==> src/design/lc4_pkg.sv <==
package lc4_pkg;

   // one machine word carries data, addresses and instructions
   typedef logic [15:0] word_t;

   // register index for the eight general registers
   typedef logic [2:0] reg_idx_t;

   // condition flags, bit 2 is n, bit 1 is z, bit 0 is p
   typedef logic [2:0] nzp_t;

   // primary opcodes of the supported instruction groups
   typedef enum logic [3:0] {
      OP_BR      = 4'b0000,
      OP_ARITH   = 4'b0001,
      OP_LOGIC   = 4'b0101,
      OP_LDR     = 4'b0110,
      OP_STR     = 4'b0111,
      OP_CONST   = 4'b1001,
      OP_HICONST = 4'b1101
   } opcode_t;

   // ALU functions picked by the decoder
   typedef enum logic [3:0] {
      ALU_ADD,
      ALU_SUB,
      ALU_AND,
      ALU_OR,
      ALU_XOR,
      ALU_NOT,
      ALU_CONST,
      ALU_HICONST,
      // base plus offset for LDR, STR and BR
      ALU_ADDR
   } alu_op_t;

   // instruction field positions, each field is read downward from its msb
   localparam int OPCODE_MSB  = 15;
   localparam int RD_MSB      = 11;
   localparam int RS_MSB      = 8;
   localparam int RT_MSB      = 2;
   localparam int SUBOP_MSB   = 5;
   // immediate form of ARITH and LOGIC
   localparam int IMM_SEL_BIT = 5;

   // first fetch address after reset
   localparam word_t DEFAULT_RESET_PC = 16'h8200;

endpackage

==> src/design/lc4_regfile.sv <==
`timescale 1ns/10ps

module lc4_regfile import lc4_pkg::*; (
   input  logic     gwe,
   input  logic     i_rst_n,
   input  reg_idx_t i_rs_sel,
   input  reg_idx_t i_rt_sel,
   output word_t    o_rs_data,
   output word_t    o_rt_data,
   input  logic     i_we,
   input  reg_idx_t i_wsel,
   input  word_t    i_wdata
);

   // eight general registers
   word_t regs [8];

   always_ff @(posedge gwe or negedge i_rst_n) begin
      if (!i_rst_n) begin
         for (int i = 0; i < 8; i++) begin
            regs[i] <= '0;
         end
      end else if (i_we) begin
         regs[i_wsel] <= i_wdata;
      end
   end

   // write-through
   // a read of the register being written sees the new value
   assign o_rs_data = (i_we && i_wsel == i_rs_sel) ? i_wdata : regs[i_rs_sel];
   assign o_rt_data = (i_we && i_wsel == i_rt_sel) ? i_wdata : regs[i_rt_sel];

endmodule

==> src/design/lc4_alu.sv <==
`timescale 1ns/10ps

module lc4_alu import lc4_pkg::*; (
   input  alu_op_t i_op,
   input  word_t   i_insn,
   input  word_t   i_a,
   input  word_t   i_b,
   output word_t   o_result
);

   word_t imm5;
   word_t imm6;
   word_t imm9;
   word_t operand_b;
   word_t offset;
   logic  is_br;

   // sign-extended immediates
   assign imm5 = {{11{i_insn[4]}}, i_insn[4:0]};
   assign imm6 = {{10{i_insn[5]}}, i_insn[5:0]};
   assign imm9 = {{7{i_insn[8]}}, i_insn[8:0]};

   // second operand is Rt or imm5 for the ARITH and LOGIC groups
   assign operand_b = i_insn[IMM_SEL_BIT] ? imm5 : i_b;

   // branch target uses imm9, memory address uses imm6
   assign is_br  = opcode_t'(i_insn[OPCODE_MSB -: 4]) == OP_BR;
   assign offset = is_br ? imm9 : imm6;

   always_comb begin
      case (i_op)
         ALU_ADD: begin
            o_result = i_a + operand_b;
         end
         ALU_SUB: begin
            o_result = i_a - i_b;
         end
         ALU_AND: begin
            o_result = i_a & operand_b;
         end
         ALU_OR: begin
            o_result = i_a | operand_b;
         end
         ALU_XOR: begin
            o_result = i_a ^ operand_b;
         end
         ALU_NOT: begin
            o_result = ~i_a;
         end
         ALU_CONST: begin
            o_result = imm9;
         end
         ALU_HICONST: begin
            // upper byte from uimm8, low byte kept from Rd
            o_result = {i_insn[7:0], i_a[7:0]};
         end
         default: begin
            // i_a is Rs for LDR and STR, pc plus one for BR
            o_result = i_a + offset;
         end
      endcase
   end

endmodule

==> src/design/lc4_decode.sv <==
`timescale 1ns/10ps

module lc4_decode import lc4_pkg::*; #(
   parameter word_t RESET_PC = DEFAULT_RESET_PC
) (
   input  logic     gwe,
   input  logic     i_rst_n,
   input  word_t    i_insn,
   input  logic     i_redirect,
   input  word_t    i_target,
   output word_t    o_pc,
   output logic     o_valid,
   output word_t    o_pc_d,
   output word_t    o_insn,
   output reg_idx_t o_rs_sel,
   output reg_idx_t o_rt_sel,
   output logic     o_rs_re,
   output logic     o_rt_re,
   output reg_idx_t o_wsel,
   output logic     o_rf_we,
   output alu_op_t  o_alu_op,
   output logic     o_is_load,
   output logic     o_is_store,
   output logic     o_is_branch
);

   word_t      pc_q;
   logic       f_valid_q;
   word_t      f_pc_q;
   word_t      f_insn_q;
   opcode_t    opcode;
   logic       imm_sel;
   logic [2:0] subop;

   always_ff @(posedge gwe or negedge i_rst_n) begin
      if (!i_rst_n) begin
         pc_q      <= RESET_PC;
         f_valid_q <= 1'b0;
      end else begin
         pc_q      <= i_redirect ? i_target : pc_q + 16'd1;
         // word fetched under a taken branch is dropped
         f_valid_q <= ~i_redirect;
      end
   end

   // fetch register payload
   always_ff @(posedge gwe) begin
      f_pc_q   <= pc_q;
      f_insn_q <= i_insn;
   end

   assign o_pc    = pc_q;
   assign o_pc_d  = f_pc_q;
   assign o_insn  = f_insn_q;
   // the instruction now in decode is squashed as well
   assign o_valid = f_valid_q & ~i_redirect;

   assign opcode  = opcode_t'(f_insn_q[OPCODE_MSB -: 4]);
   assign imm_sel = f_insn_q[IMM_SEL_BIT];
   assign subop   = f_insn_q[SUBOP_MSB -: 3];

   always_comb begin
      // defaults describe a no-op
      o_rs_sel    = f_insn_q[RS_MSB -: 3];
      o_rt_sel    = f_insn_q[RT_MSB -: 3];
      o_rs_re     = 1'b0;
      o_rt_re     = 1'b0;
      o_wsel      = f_insn_q[RD_MSB -: 3];
      o_rf_we     = 1'b0;
      o_alu_op    = ALU_ADD;
      o_is_load   = 1'b0;
      o_is_store  = 1'b0;
      o_is_branch = 1'b0;
      case (opcode)
         OP_BR: begin
            o_is_branch = 1'b1;
            o_alu_op    = ALU_ADDR;
         end
         OP_ARITH: begin
            // subop 00 add, 10 sub
            // MUL and DIV stay no-ops
            o_rs_re = 1'b1;
            if (imm_sel) begin
               o_rf_we = 1'b1;
            end else if (subop[1:0] == 2'b00 || subop[1:0] == 2'b10) begin
               o_rt_re  = 1'b1;
               o_rf_we  = 1'b1;
               o_alu_op = subop[1] ? ALU_SUB : ALU_ADD;
            end
         end
         OP_LOGIC: begin
            o_rs_re  = 1'b1;
            o_rf_we  = 1'b1;
            o_alu_op = ALU_AND;
            if (!imm_sel) begin
               o_rt_re = 1'b1;
               case (subop[1:0])
                  2'b00: begin
                     o_alu_op = ALU_AND;
                  end
                  2'b01: begin
                     o_alu_op = ALU_NOT;
                     o_rt_re  = 1'b0;
                  end
                  2'b10: begin
                     o_alu_op = ALU_OR;
                  end
                  default: begin
                     o_alu_op = ALU_XOR;
                  end
               endcase
            end
         end
         OP_LDR: begin
            o_rs_re   = 1'b1;
            o_rf_we   = 1'b1;
            o_alu_op  = ALU_ADDR;
            o_is_load = 1'b1;
         end
         OP_STR: begin
            // store data register sits in the Rd field
            o_rt_sel   = f_insn_q[RD_MSB -: 3];
            o_rs_re    = 1'b1;
            o_rt_re    = 1'b1;
            o_alu_op   = ALU_ADDR;
            o_is_store = 1'b1;
         end
         OP_CONST: begin
            o_rf_we  = 1'b1;
            o_alu_op = ALU_CONST;
         end
         OP_HICONST: begin
            // old Rd is read on the Rs port to keep its low byte
            o_rs_sel = f_insn_q[RD_MSB -: 3];
            o_rs_re  = 1'b1;
            o_rf_we  = 1'b1;
            o_alu_op = ALU_HICONST;
         end
         default: begin
         end
      endcase
   end

   a_pc_known: assert property (@(posedge gwe) disable iff (!i_rst_n) !$isunknown(pc_q));

endmodule

==> src/design/lc4_execute.sv <==
`timescale 1ns/10ps

module lc4_execute import lc4_pkg::*; (
   input  logic     gwe,
   input  logic     i_rst_n,
   input  logic     i_valid,
   input  word_t    i_pc,
   input  word_t    i_insn,
   input  reg_idx_t i_rs_sel,
   input  reg_idx_t i_rt_sel,
   input  logic     i_rs_re,
   input  logic     i_rt_re,
   input  reg_idx_t i_wsel,
   input  logic     i_rf_we,
   input  alu_op_t  i_alu_op,
   input  logic     i_is_load,
   input  logic     i_is_store,
   input  logic     i_is_branch,
   input  word_t    i_rs_data,
   input  word_t    i_rt_data,
   input  logic     i_wb_we,
   input  reg_idx_t i_wb_sel,
   input  word_t    i_wb_data,
   input  nzp_t     i_nzp_cur,
   output logic     o_valid,
   output word_t    o_pc,
   output word_t    o_insn,
   output word_t    o_alu_out,
   output word_t    o_rt_data,
   output logic     o_rf_we,
   output reg_idx_t o_wsel,
   output logic     o_is_load,
   output logic     o_is_store,
   output logic     o_redirect,
   output word_t    o_target
);

   logic     valid_q;
   logic     rf_we_q;
   logic     is_load_q;
   logic     is_store_q;
   logic     is_branch_q;
   word_t    pc_q;
   word_t    insn_q;
   reg_idx_t rs_sel_q;
   reg_idx_t rt_sel_q;
   logic     rs_re_q;
   logic     rt_re_q;
   reg_idx_t wsel_q;
   alu_op_t  alu_op_q;
   word_t    rs_q;
   word_t    rt_q;
   word_t    rs_fwd;
   word_t    rt_fwd;
   word_t    alu_a;
   word_t    alu_out;

   always_ff @(posedge gwe or negedge i_rst_n) begin
      if (!i_rst_n) begin
         valid_q     <= 1'b0;
         rf_we_q     <= 1'b0;
         is_load_q   <= 1'b0;
         is_store_q  <= 1'b0;
         is_branch_q <= 1'b0;
      end else begin
         valid_q     <= i_valid;
         rf_we_q     <= i_rf_we;
         is_load_q   <= i_is_load;
         is_store_q  <= i_is_store;
         is_branch_q <= i_is_branch;
      end
   end

   always_ff @(posedge gwe) begin
      pc_q     <= i_pc;
      insn_q   <= i_insn;
      rs_sel_q <= i_rs_sel;
      rt_sel_q <= i_rt_sel;
      rs_re_q  <= i_rs_re;
      rt_re_q  <= i_rt_re;
      wsel_q   <= i_wsel;
      alu_op_q <= i_alu_op;
      rs_q     <= i_rs_data;
      rt_q     <= i_rt_data;
   end

   // forwarding from the instruction one ahead, now in result
   // distance two was already covered by regfile write-through
   assign rs_fwd = (rs_re_q && i_wb_we && i_wb_sel == rs_sel_q) ? i_wb_data : rs_q;
   assign rt_fwd = (rt_re_q && i_wb_we && i_wb_sel == rt_sel_q) ? i_wb_data : rt_q;

   // branch target is computed from pc plus one
   assign alu_a = is_branch_q ? pc_q + 16'd1 : rs_fwd;

   lc4_alu alu0 (
      .i_op     (alu_op_q),
      .i_insn   (insn_q),
      .i_a      (alu_a),
      .i_b      (rt_fwd),
      .o_result (alu_out)
   );

   // taken when any requested n/z/p bit matches the live flags
   assign o_redirect = valid_q & is_branch_q & |(insn_q[RD_MSB -: 3] & i_nzp_cur);
   assign o_target   = alu_out;

   assign o_valid    = valid_q;
   assign o_pc       = pc_q;
   assign o_insn     = insn_q;
   assign o_alu_out  = alu_out;
   assign o_rt_data  = rt_fwd;
   assign o_rf_we    = rf_we_q;
   assign o_wsel     = wsel_q;
   assign o_is_load  = is_load_q;
   assign o_is_store = is_store_q;

   // a taken branch leaves exactly two bubbles behind it
   a_redirect_squash: assert property (@(posedge gwe) disable iff (!i_rst_n)
      o_redirect |-> o_valid ##1 !o_valid ##1 !o_valid);

endmodule

==> src/design/lc4_result.sv <==
`timescale 1ns/10ps

module lc4_result import lc4_pkg::*; (
   input  logic     gwe,
   input  logic     i_rst_n,
   input  logic     i_valid,
   input  word_t    i_pc,
   input  word_t    i_insn,
   input  word_t    i_alu_out,
   input  word_t    i_rt_data,
   input  logic     i_rf_we,
   input  reg_idx_t i_wsel,
   input  logic     i_is_load,
   input  logic     i_is_store,
   input  word_t    i_dmem_rdata,
   output word_t    o_dmem_addr,
   output logic     o_dmem_we,
   output word_t    o_dmem_wdata,
   output logic     o_wb_we,
   output reg_idx_t o_wb_sel,
   output word_t    o_wb_data,
   output nzp_t     o_nzp_cur,
   output logic     o_wb_valid,
   output word_t    o_wb_pc,
   output word_t    o_wb_insn,
   output logic     o_nzp_we,
   output nzp_t     o_nzp_bits
);

   logic     valid_q;
   logic     rf_we_q;
   logic     is_load_q;
   logic     is_store_q;
   word_t    pc_q;
   word_t    insn_q;
   word_t    alu_q;
   word_t    rt_q;
   reg_idx_t wsel_q;
   nzp_t     nzp_q;
   word_t    wb_data;
   nzp_t     nzp_new;
   logic     wb_we;

   always_ff @(posedge gwe or negedge i_rst_n) begin
      if (!i_rst_n) begin
         valid_q    <= 1'b0;
         rf_we_q    <= 1'b0;
         is_load_q  <= 1'b0;
         is_store_q <= 1'b0;
         // flags start at z
         nzp_q      <= 3'b010;
      end else begin
         valid_q    <= i_valid;
         rf_we_q    <= i_rf_we;
         is_load_q  <= i_is_load;
         is_store_q <= i_is_store;
         if (wb_we) begin
            nzp_q <= nzp_new;
         end
      end
   end

   always_ff @(posedge gwe) begin
      pc_q   <= i_pc;
      insn_q <= i_insn;
      alu_q  <= i_alu_out;
      rt_q   <= i_rt_data;
      wsel_q <= i_wsel;
   end

   // data memory port, address is zero for non-memory instructions
   assign o_dmem_addr  = (is_load_q | is_store_q) ? alu_q : '0;
   assign o_dmem_we    = valid_q & is_store_q;
   assign o_dmem_wdata = is_store_q ? rt_q : '0;

   // load data or ALU value
   assign wb_data = is_load_q ? i_dmem_rdata : alu_q;
   assign wb_we   = valid_q & rf_we_q;
   assign nzp_new = wb_data[15] ? 3'b100 : (wb_data == '0) ? 3'b010 : 3'b001;

   assign o_wb_we   = wb_we;
   assign o_wb_sel  = wsel_q;
   assign o_wb_data = wb_data;
   // a branch in execute sees the flags of this instruction first
   assign o_nzp_cur = wb_we ? nzp_new : nzp_q;

   // retire trace
   assign o_wb_valid = valid_q;
   assign o_wb_pc    = pc_q;
   assign o_wb_insn  = insn_q;
   assign o_nzp_we   = wb_we;
   assign o_nzp_bits = nzp_new;

   // a store retires without touching registers or flags
   a_store_only: assert property (@(posedge gwe) disable iff (!i_rst_n)
      o_dmem_we |-> o_wb_valid && !o_wb_we && !o_nzp_we);

endmodule

==> src/design/lc4_core.sv <==
`timescale 1ns/10ps

module lc4_core import lc4_pkg::*; #(
   parameter word_t RESET_PC = DEFAULT_RESET_PC
) (
   input  logic     gwe,
   input  logic     i_rst_n,
   output word_t    o_pc,
   input  word_t    i_insn,
   output word_t    o_dmem_addr,
   output logic     o_dmem_we,
   output word_t    o_dmem_wdata,
   input  word_t    i_dmem_rdata,
   output logic     o_wb_valid,
   output word_t    o_wb_pc,
   output word_t    o_wb_insn,
   output logic     o_rf_we,
   output reg_idx_t o_rf_wsel,
   output word_t    o_rf_data,
   output logic     o_nzp_we,
   output nzp_t     o_nzp_bits
);

   // decode to execute
   logic     d_valid;
   word_t    d_pc;
   word_t    d_insn;
   reg_idx_t d_rs_sel;
   reg_idx_t d_rt_sel;
   logic     d_rs_re;
   logic     d_rt_re;
   reg_idx_t d_wsel;
   logic     d_rf_we;
   alu_op_t  d_alu_op;
   logic     d_is_load;
   logic     d_is_store;
   logic     d_is_branch;
   word_t    rs_data;
   word_t    rt_data;
   // execute to result
   logic     e_valid;
   word_t    e_pc;
   word_t    e_insn;
   word_t    e_alu_out;
   word_t    e_rt_data;
   logic     e_rf_we;
   reg_idx_t e_wsel;
   logic     e_is_load;
   logic     e_is_store;
   // branch back to fetch
   logic     redirect;
   word_t    target;
   // register write port and live flags
   logic     wb_we;
   reg_idx_t wb_sel;
   word_t    wb_data;
   nzp_t     nzp_cur;

   lc4_decode #(
      .RESET_PC (RESET_PC)
   ) decode0 (
      .gwe         (gwe),
      .i_rst_n     (i_rst_n),
      .i_insn      (i_insn),
      .i_redirect  (redirect),
      .i_target    (target),
      .o_pc        (o_pc),
      .o_valid     (d_valid),
      .o_pc_d      (d_pc),
      .o_insn      (d_insn),
      .o_rs_sel    (d_rs_sel),
      .o_rt_sel    (d_rt_sel),
      .o_rs_re     (d_rs_re),
      .o_rt_re     (d_rt_re),
      .o_wsel      (d_wsel),
      .o_rf_we     (d_rf_we),
      .o_alu_op    (d_alu_op),
      .o_is_load   (d_is_load),
      .o_is_store  (d_is_store),
      .o_is_branch (d_is_branch)
   );

   lc4_regfile regfile0 (
      .gwe       (gwe),
      .i_rst_n   (i_rst_n),
      .i_rs_sel  (d_rs_sel),
      .i_rt_sel  (d_rt_sel),
      .o_rs_data (rs_data),
      .o_rt_data (rt_data),
      .i_we      (wb_we),
      .i_wsel    (wb_sel),
      .i_wdata   (wb_data)
   );

   lc4_execute execute0 (
      .gwe         (gwe),
      .i_rst_n     (i_rst_n),
      .i_valid     (d_valid),
      .i_pc        (d_pc),
      .i_insn      (d_insn),
      .i_rs_sel    (d_rs_sel),
      .i_rt_sel    (d_rt_sel),
      .i_rs_re     (d_rs_re),
      .i_rt_re     (d_rt_re),
      .i_wsel      (d_wsel),
      .i_rf_we     (d_rf_we),
      .i_alu_op    (d_alu_op),
      .i_is_load   (d_is_load),
      .i_is_store  (d_is_store),
      .i_is_branch (d_is_branch),
      .i_rs_data   (rs_data),
      .i_rt_data   (rt_data),
      .i_wb_we     (wb_we),
      .i_wb_sel    (wb_sel),
      .i_wb_data   (wb_data),
      .i_nzp_cur   (nzp_cur),
      .o_valid     (e_valid),
      .o_pc        (e_pc),
      .o_insn      (e_insn),
      .o_alu_out   (e_alu_out),
      .o_rt_data   (e_rt_data),
      .o_rf_we     (e_rf_we),
      .o_wsel      (e_wsel),
      .o_is_load   (e_is_load),
      .o_is_store  (e_is_store),
      .o_redirect  (redirect),
      .o_target    (target)
   );

   lc4_result result0 (
      .gwe          (gwe),
      .i_rst_n      (i_rst_n),
      .i_valid      (e_valid),
      .i_pc         (e_pc),
      .i_insn       (e_insn),
      .i_alu_out    (e_alu_out),
      .i_rt_data    (e_rt_data),
      .i_rf_we      (e_rf_we),
      .i_wsel       (e_wsel),
      .i_is_load    (e_is_load),
      .i_is_store   (e_is_store),
      .i_dmem_rdata (i_dmem_rdata),
      .o_dmem_addr  (o_dmem_addr),
      .o_dmem_we    (o_dmem_we),
      .o_dmem_wdata (o_dmem_wdata),
      .o_wb_we      (wb_we),
      .o_wb_sel     (wb_sel),
      .o_wb_data    (wb_data),
      .o_nzp_cur    (nzp_cur),
      .o_wb_valid   (o_wb_valid),
      .o_wb_pc      (o_wb_pc),
      .o_wb_insn    (o_wb_insn),
      .o_nzp_we     (o_nzp_we),
      .o_nzp_bits   (o_nzp_bits)
   );

   // retire trace shows the register write port
   assign o_rf_we   = wb_we;
   assign o_rf_wsel = wb_sel;
   assign o_rf_data = wb_data;

endmodule

==> config.mk <==
export PLATFORM = sky130hd
export DESIGN_NAME = lc4_core
export DESIGN_NICKNAME = d
export VERILOG_FILES = /design/src/design/lc4_pkg.sv /design/src/design/lc4_regfile.sv /design/src/design/lc4_alu.sv /design/src/design/lc4_decode.sv /design/src/design/lc4_execute.sv /design/src/design/lc4_result.sv /design/src/design/lc4_core.sv
export SDC_FILE = /design/constraint.sdc
export NUM_CORES = 1
export LEC_CHECK = 0
export BUFFER_PORTS_ARGS = -buffer_cell sky130_fd_sc_hd__buf_2
export CORE_MARGIN = 2
export CORE_UTILIZATION = 40
export CTS_BUF_LIST = sky130_fd_sc_hd__clkbuf_16
export DETAILED_ROUTE_END_ITERATION = 12
export MAX_ROUTING_LAYER = met4
export PLACE_DENSITY = 0.56
export SLEW_MARGIN = 20
export SYNTH_ARGS = -nofsm -noshare
export SYNTH_HDL_FRONTEND = slang
export SYNTH_HIERARCHICAL = 1
export SYNTH_SLANG_ARGS = --single-unit
==> constraint.sdc <==
create_clock -name gwe -period 4.9 [get_ports gwe]
set_input_delay 0 -clock gwe [delete_from_list [all_inputs] [get_ports gwe]]
set_output_delay 0 -clock gwe [all_outputs]
set_load 0.01 [all_outputs]
==> impl_metrics.csv, run 1 <==
group,metric,value,unit
run_status,status,"finished, violations left",
run_status,violations,"negative hold slack",
clock_tree,cts_made_buffers,37,
power_and_ir_drop,ir_drop,0.256,mV
detailed_routing,wl_met1,23000,µm
detailed_routing,drtIter0Drc,805,
layout,syn2layout_area_growth,17.4,%
detailed_routing,vias,12419,
timing,hold_slack,-2.25,ps
layout,nFillCells,3911,
detailed_routing,highest_layer,"met4",
logic_synthesis,syn_inst,1475,
timing,period_share,94.5,%
detailed_routing,viasPerCell,5.48,
detailed_routing,finalWirelength,54300,µm
logic_synthesis,yosysUniqueCellTypes,75,
logic_synthesis,ys_warn_count,6,
clock_tree,insertion_delay,550,ps
timing,slew_violations,0,
placed_design,pre_cts_ws,-56.8,ps
logic_synthesis,synth_top_area_share,22.3,%
floorplanning,ios,140,
clock_tree,cts_tree,"done",
floorplanning,die_h,212,µm
timing,period_needed,4630,ps
logic_synthesis,async_flop_share,46.9,%
floorplanning,core_area,42900,µm²
timing,slew_headroom,25.7,%
logic_synthesis,synth_edf_count,0,
layout,largest_register_ffs,128,
grt,grt_max_degree,64,
clock_tree,clkSlewWorstSetupHoldPaths,60,ps
detailed_routing,ant_nets,0,
floorplanning,dieArea,45000,µm²
detailed_routing,drc,0,
layout,top_register,"regfile0/regs",
layout,nNetsFinal,1747,
logic_synthesis,synthTopCellsByArea,"dfrtp_1, dfxtp_1, mux2_2",
grt,grt-ovfl-total,0,
layout,postLayoutCoreUtil,47.4,%
layout,drive_above_1_share,33.7,%
timing,timing.final.hold_violations,3,
floorplanning,start_util,40.4,%
placed_design,gp_congestion,1.02,
floorplanning,die_x,212,µm
logic_synthesis,synth_top_area_cell,"dfrtp_1",
worst_setup_path,required,5360,ps
logic_synthesis,ys_seq_area_share,43.3,%
power_and_ir_drop,p_per_area,596,nW/µm²
grt,grt_pass1_wl,80500,µm
placed_design,place.port_buffers,139,
timing,worstMarginPinSlew,1110,ps
logic_synthesis,synth_ff_type,"dfxtp_1",
min_path,hold_class,"in2async",
worst_setup_path,critical_path_class,"reg2reg",
timing,fmax,216,MHz
logic_synthesis,syn_area_per_cell,11.7,µm²
logic_synthesis,synth_area,17300,µm²
layout,antenna_cells,0,
placed_design,dp_hpwl,38700,µm
detailed_routing,wl_met2,26900,µm
detailed_routing,route.met3.wl,2330,µm
logic_synthesis,ys_ff_latch,335,
detailed_routing,wire_per_inst,24.0,µm
run,cap_violations,0,
power_and_ir_drop,leakage,8.93,nW
grt,grt.total_usage,25.1,%
timing,setup_viol,0,
grt,grt_pass1_vias,12405,
clock_tree,htree_num_levels,2,
clock_tree,cts_buffer_depth,3,
power_and_ir_drop,p_total,12.1,mW
worst_setup_path,crit_arrival,5090,ps
grt,antenna_found_initial,0,
timing,clock_skew,18.6,ps
timing,timing.final.ws_setup,268,ps
worst_setup_path,end_kind,"flip-flop",
detailed_routing,firstDrtPassIters,5,
timing,fin_setup_tns,0,ps
worst_setup_path,worst_setup_path_start_kind,"flip-flop",
floorplanning,rows,76,
worst_setup_path,path_max_fanout,14,
logic_synthesis,syn-num-nets,1566,
clock_tree,clock_sinks,335,
clock_tree,root_buffer,"clkbuf_16",
cell type report:
type	instances	area, µm²	area share [%]
Multi-Input combinational cell	974	9080	44.7
Inverter	54	203	0.997
Sequential cell	335	7500	36.9
Tap cell	585	732	3.60
Clock inverter	27	209	1.03
Timing Repair Buffer	254	1650	8.11
Clock buffer	38	951	4.68
where the power goes:
part	switching (mW)	internal (mW)	total, mW
logic	2.38	2.37	4.74
registers	0.829	3.85	4.68
clock network	1.13	1.57	2.69
critical path, stage by stage (launching register included):
cell and delay, ps:
dfxtp_1 320, xnor2_1 160, nand3_1 130, nor3_4 170
buf_12 170, mux2_2 350, or3_1 400, o31a_1 300
nor3_2 270, xnor2_1 150, mux2i_1 80, a21o_1 240
ha_4 250, a21o_1 180, a21oi_2 190, inv_1 70
a2111oi_2 360, a21oi_1 130, xnor2_1 200, o211ai_2 110
mux2_2 300
path summary, 6_finish.rpt:
kind	from	cells after the start	slack, ps	end
worst max-delay path	result0/o_wb_sel[1]	20	270	decode0/o_pc[15]
worst min-delay path	i_rst_n	2	-2	decode0/o_pc[8]
worst max register to register	result0/o_wb_sel[1]	20	270	decode0/o_pc[15]
worst min register to register	decode0/o_pc_d[10]	0	320	execute0/o_pc[10]
max in group asynchronous	i_rst_n	3	3620	result0/o_wb_valid
min in group gwe	i_dmem_rdata[3]	3	40	result0/rt_q[3]
kinds of logic after synthesis:
family          count (synthesis)  share of synthesized area (%)
compound gates                208                           7.46
mux                           337                           27.5
flops                         335                           43.3
buf+inv                       166                           4.79
fa+ha+maj                      57                           4.16
xor+xnor                       62                           3.18
simple gates                  310                           9.63
placed cells by master, fill, tap and decap left out, drive strengths merged, types with 26 or more instances in the layout:
cell type and n:
xnor2 47, ha 56, buf 236, dfxtp 178
nor3 26, mux2i 39, dfrtp 154, nor2 61
inv 68, o21ai 73, a21oi 53, mux4 64
clkbuf 38, nand2 87, mux2 234
through the flow:
step                cell area (µm²)  std cells
global placement              18900       2182
global route                  20300       2267
floorplan                     17300       1475
detailed placement            18900       2182
CTS                           20200       2265
finish                        20300       2267
layer usage:
layer,vias to the layer above,global-route usage [%]
met4,0,9.15
li1,5727,-
met2,320,41.8
met1,6270,31.0
met5,-,-
met3,102,3.69
timing repair:
item	4_1_cts	5_1_grt
endpoints found under the setup margin	1	15
setup buffers	0	2
pin swaps	0	5
gates resized for setup	2	18
endpoints found under the hold margin	69	0
hold buffers	18	0
synth_stat cells, types with 13 or more instances:
master    instances
a21oi_1          53
and2_1           18
buf_1            21
buf_2            15
buf_4            25
clkbuf_1         39
dfrtp_1         154
dfxtp_1         178
ha_1             56
inv_1            53
mux2_2          221
mux2_4           13
mux2i_1          39
mux4_1           64
nand2_1          87
nand2b_1         16
nand3_1          16
nand4_1          15
nor2_1           61
nor2b_1          25
nor3_1           21
o21ai_0          65
xnor2_1          46
xor2_1           15
Power figures use the tool's default switching activity.
==> inputs of run 2 (changes only) <==
--- a/config.mk
+++ b/config.mk
@@ -5,13 +5,13 @@
 export SDC_FILE = /design/constraint.sdc
 export NUM_CORES = 1
 export LEC_CHECK = 0
-export BUFFER_PORTS_ARGS = -buffer_cell sky130_fd_sc_hd__buf_2
 export CORE_MARGIN = 2
 export CORE_UTILIZATION = 40
 export CTS_BUF_LIST = sky130_fd_sc_hd__clkbuf_16
 export DETAILED_ROUTE_END_ITERATION = 12
+export DONT_BUFFER_PORTS = 1
 export MAX_ROUTING_LAYER = met4
-export PLACE_DENSITY = 0.56
+export PLACE_DENSITY_LB_ADDON = 0.3
 export SLEW_MARGIN = 20
 export SYNTH_ARGS = -nofsm -noshare
 export SYNTH_HDL_FRONTEND = slang
==> run 2 against run 1 <==
Compared with the run above:
- sequential share of layout area rose by 1.1 points
- global-route usage fell by 1.5 points
- register-to-register slack got worse by 40 ps
- clock-buffer cell count did not move
- sequential power rose by 1%
- highest routed layer unchanged
- via count fell by 4.5%
- hold slack improved by 17 ps
- clock skew fell by 3.2 ps
- the flow now finishes without violations
- combinational power fell by 6.8%
- maximum frequency fell by 0.87%
- critical path depth fell by 2
- die area did not move
==> impl_metrics.csv, run 2 (same netlist as run 1, synthesis figures left out) <==
group,metric,value,unit
run_status,status,"completed",
timing,period_needed,4670,ps
worst_setup_path,end_kind,"flip-flop",
grt,antenna_found_initial,2,
timing,period_share,95.3,%
layout,top_register,"regfile0/regs",
layout,final_common_cell,"mux2_2",
placed_design,pre_cts_ws,57.9,ps
worst_setup_path,slowest_stage,"dfrtp_2",
worst_setup_path,path_max_fanout,7,
power_and_ir_drop,leakage,8.35,nW
worst_setup_path,reg2reg_depth,18,
worst_setup_path,worst_setup_path_start_kind,"flip-flop",
clock_tree,cts_buffer_depth,3,
worst_setup_path,path_cells,"buf_4, mux2_2, mux2_2, or3_1, o31a_1, nor3_4, xnor2_1, mux2i_1, a21o_1, ha_1, a21o_1, a21oi_2, inv_1, a2111oi_2, a21oi_1, xnor2_1, o211ai_2, mux2_2",
clock_tree,htree_num_levels,2,
worst_setup_path,critPathCapture,"decode0/o_pc[15]",
clock_tree,cts_made_buffers,36,
clock_tree,insertion_delay,530,ps
floorplanning,ios,140,
worst_setup_path,r2r-end,"decode0/o_pc[15]",
min_path,hold_class,"in2reg",
timing,slew_headroom,28.7,%
floorplanning,start_util,40.4,%
layout,drive_above_1_share,27.3,%
timing,setup_viol,0,
worst_setup_path,crit_path_max_incr_delay,440,ps
grt,grt.total_usage,23.6,%
timing,hold_slack,14.9,ps
grt,grt_max_degree,158,
clock_tree,cts_tree,"done",
placed_design,gp_congestion,1.05,
timing,clock_skew,15.4,ps
detailed_routing,ant_nets,0,
worst_setup_path,path_delay_family,"compound AO/OA/AOI/OAI gates",
worst_setup_path,path_depth,18,
floorplanning,rows,76,
timing,timing.final.hold_violations,0,
timing,slew_violations,0,
timing,rsz0062_at_grt,"yes",
placed_design,place.port_buffers,0,
clock_tree,clkSlewWorstSetupHoldPaths,60,ps
grt,grt-ovfl-total,0,
run,cap_violations,0,
power_and_ir_drop,ir_drop,0.272,mV
worst_setup_path,path_buf_inv,2,
timing,fmax,214,MHz
detailed_routing,drc,0,
worst_setup_path,crit_arrival,5120,ps
grt,grt_pass1_vias,11787,
floorplanning,die_h,212,µm
worst_setup_path,critical_path_class,"reg2reg",
layout,antenna_cells,0,
detailed_routing,vias,11856,
detailed_routing,wire_per_inst,24.1,µm
worst_setup_path,required,5350,ps
clock_tree,root_buffer,"clkbuf_16",
layout,largest_register_ffs,128,
layout,syn2layout_area_growth,14.2,%
detailed_routing,firstDrtPassIters,5,
floorplanning,die_x,212,µm
power_and_ir_drop,p_per_area,607,nW/µm²
layout,layout_common_cells,"mux2_2, dfxtp_1, dfrtp_1, nand2_1, buf_4",
placed_design,dp_hpwl,36100,µm
clock_tree,clock_sinks,335,
min_path,min-delay-start,"i_insn[11]",
floorplanning,core_area,42900,µm²
floorplanning,dieArea,45000,µm²
worst_setup_path,ff2ff_setup_slack,230,ps
layout,nNetsFinal,1611,
worst_setup_path,worst_path_most_repeated_cell,"mux2_2",
detailed_routing,viasPerCell,5.56,
timing,timing.final.ws_setup,228,ps
timing,worstMarginPinSlew,1060,ps
worst_setup_path,critical_path.startpoint,"result0/is_load_q",
layout,postLayoutCoreUtil,46.1,%
worst_setup_path,r2r-start,"result0/is_load_q",
detailed_routing,drtIter0Drc,1010,
grt,grt_pass1_wl,76000,µm
detailed_routing,finalWirelength,51300,µm
-- run 2: changes by cell type in the layout (fill, tap and decap cells not counted), moves of 2 or more --
cell | previous run | this run
buf_2 | 138 | 0
buf_4 | 94 | 87
bufinv_16 | 3 | 6
clkinv_1 | 4 | 6
clkinv_4 | 3 | 0
dlygate4sd3_1 | 18 | 29
ha_1 | 54 | 56
inv_1 | 65 | 62
inv_6 | 2 | 5
mux2_2 | 219 | 221
mux2_4 | 15 | 13
o21ai_0 | 61 | 59
o21ai_1 | 11 | 14
-- run 2: area by class of cell --
cell class	count	area, µm²
Inverter	54	203
Multi-Input combinational cell	974	9080
Fill cell	3903	23100
Clock inverter	28	290
Sequential cell	335	7500
Clock buffer	38	951
Timing Repair Buffer	119	1010
Tap cell	585	732
-- run 2: routing by layer --
layer  vias up  share of wire [%]  GRT usage, %
li1       5441                  -             -
met5         -                  0             -
met1      5896                 40          28.1
met3       117                5.8          3.37
met4         0                5.0          11.8
met2       402                 49          39.1
-- run 2: worst min path at each step --
stage                          to  slack, ps  cells past startpoint
3_5_place_dp    regfile0/regs[64]       -280                      0
4_1_cts         decode0/o_insn[8]        0.4                      1
6_report       decode0/o_insn[11]         10                      1
3_3_place_gp    regfile0/regs[96]       -280                      0
5_1_grt        decode0/o_insn[11]          5                      1
2_1_floorplan   decode0/f_valid_q       -300                      0
-- run 2: where the power goes --
| group | internal (mW) | switching [mW] | total, mW | leakage (nW) |
|---|---|---|---|---|
| clock | 1.73 | 1.12 | 2.85 | 0.645 |
| sequential | 3.85 | 0.885 | 4.73 | 3.44 |
| combinational | 2.18 | 2.24 | 4.42 | 4.27 |
| total | 7.75 | 4.25 | 12.0 | 8.35 |
-- run 2: metrics by stage --
step                      power, mW  instances  TNS [ps]  area (µm²)
after CTS                      11.9       2130         0       19700
after detailed placement       9.00       2034         0       18100
after global placement         8.90       2034         0       18100
final                          12.0       2133         0       19800
after global routing           12.6       2133     -79.9       19800
after floorplan                7.60       1475         0       17300
-- run 2: what timing repair did --
item / 4_1_cts / 5_1_grt
endpoints found under the setup margin: 0 / 13
buffers inserted: 0 / 3
hold buffers: 30 / 0
hold endpoints to repair: 183 / 0
resized for setup: 0 / 23
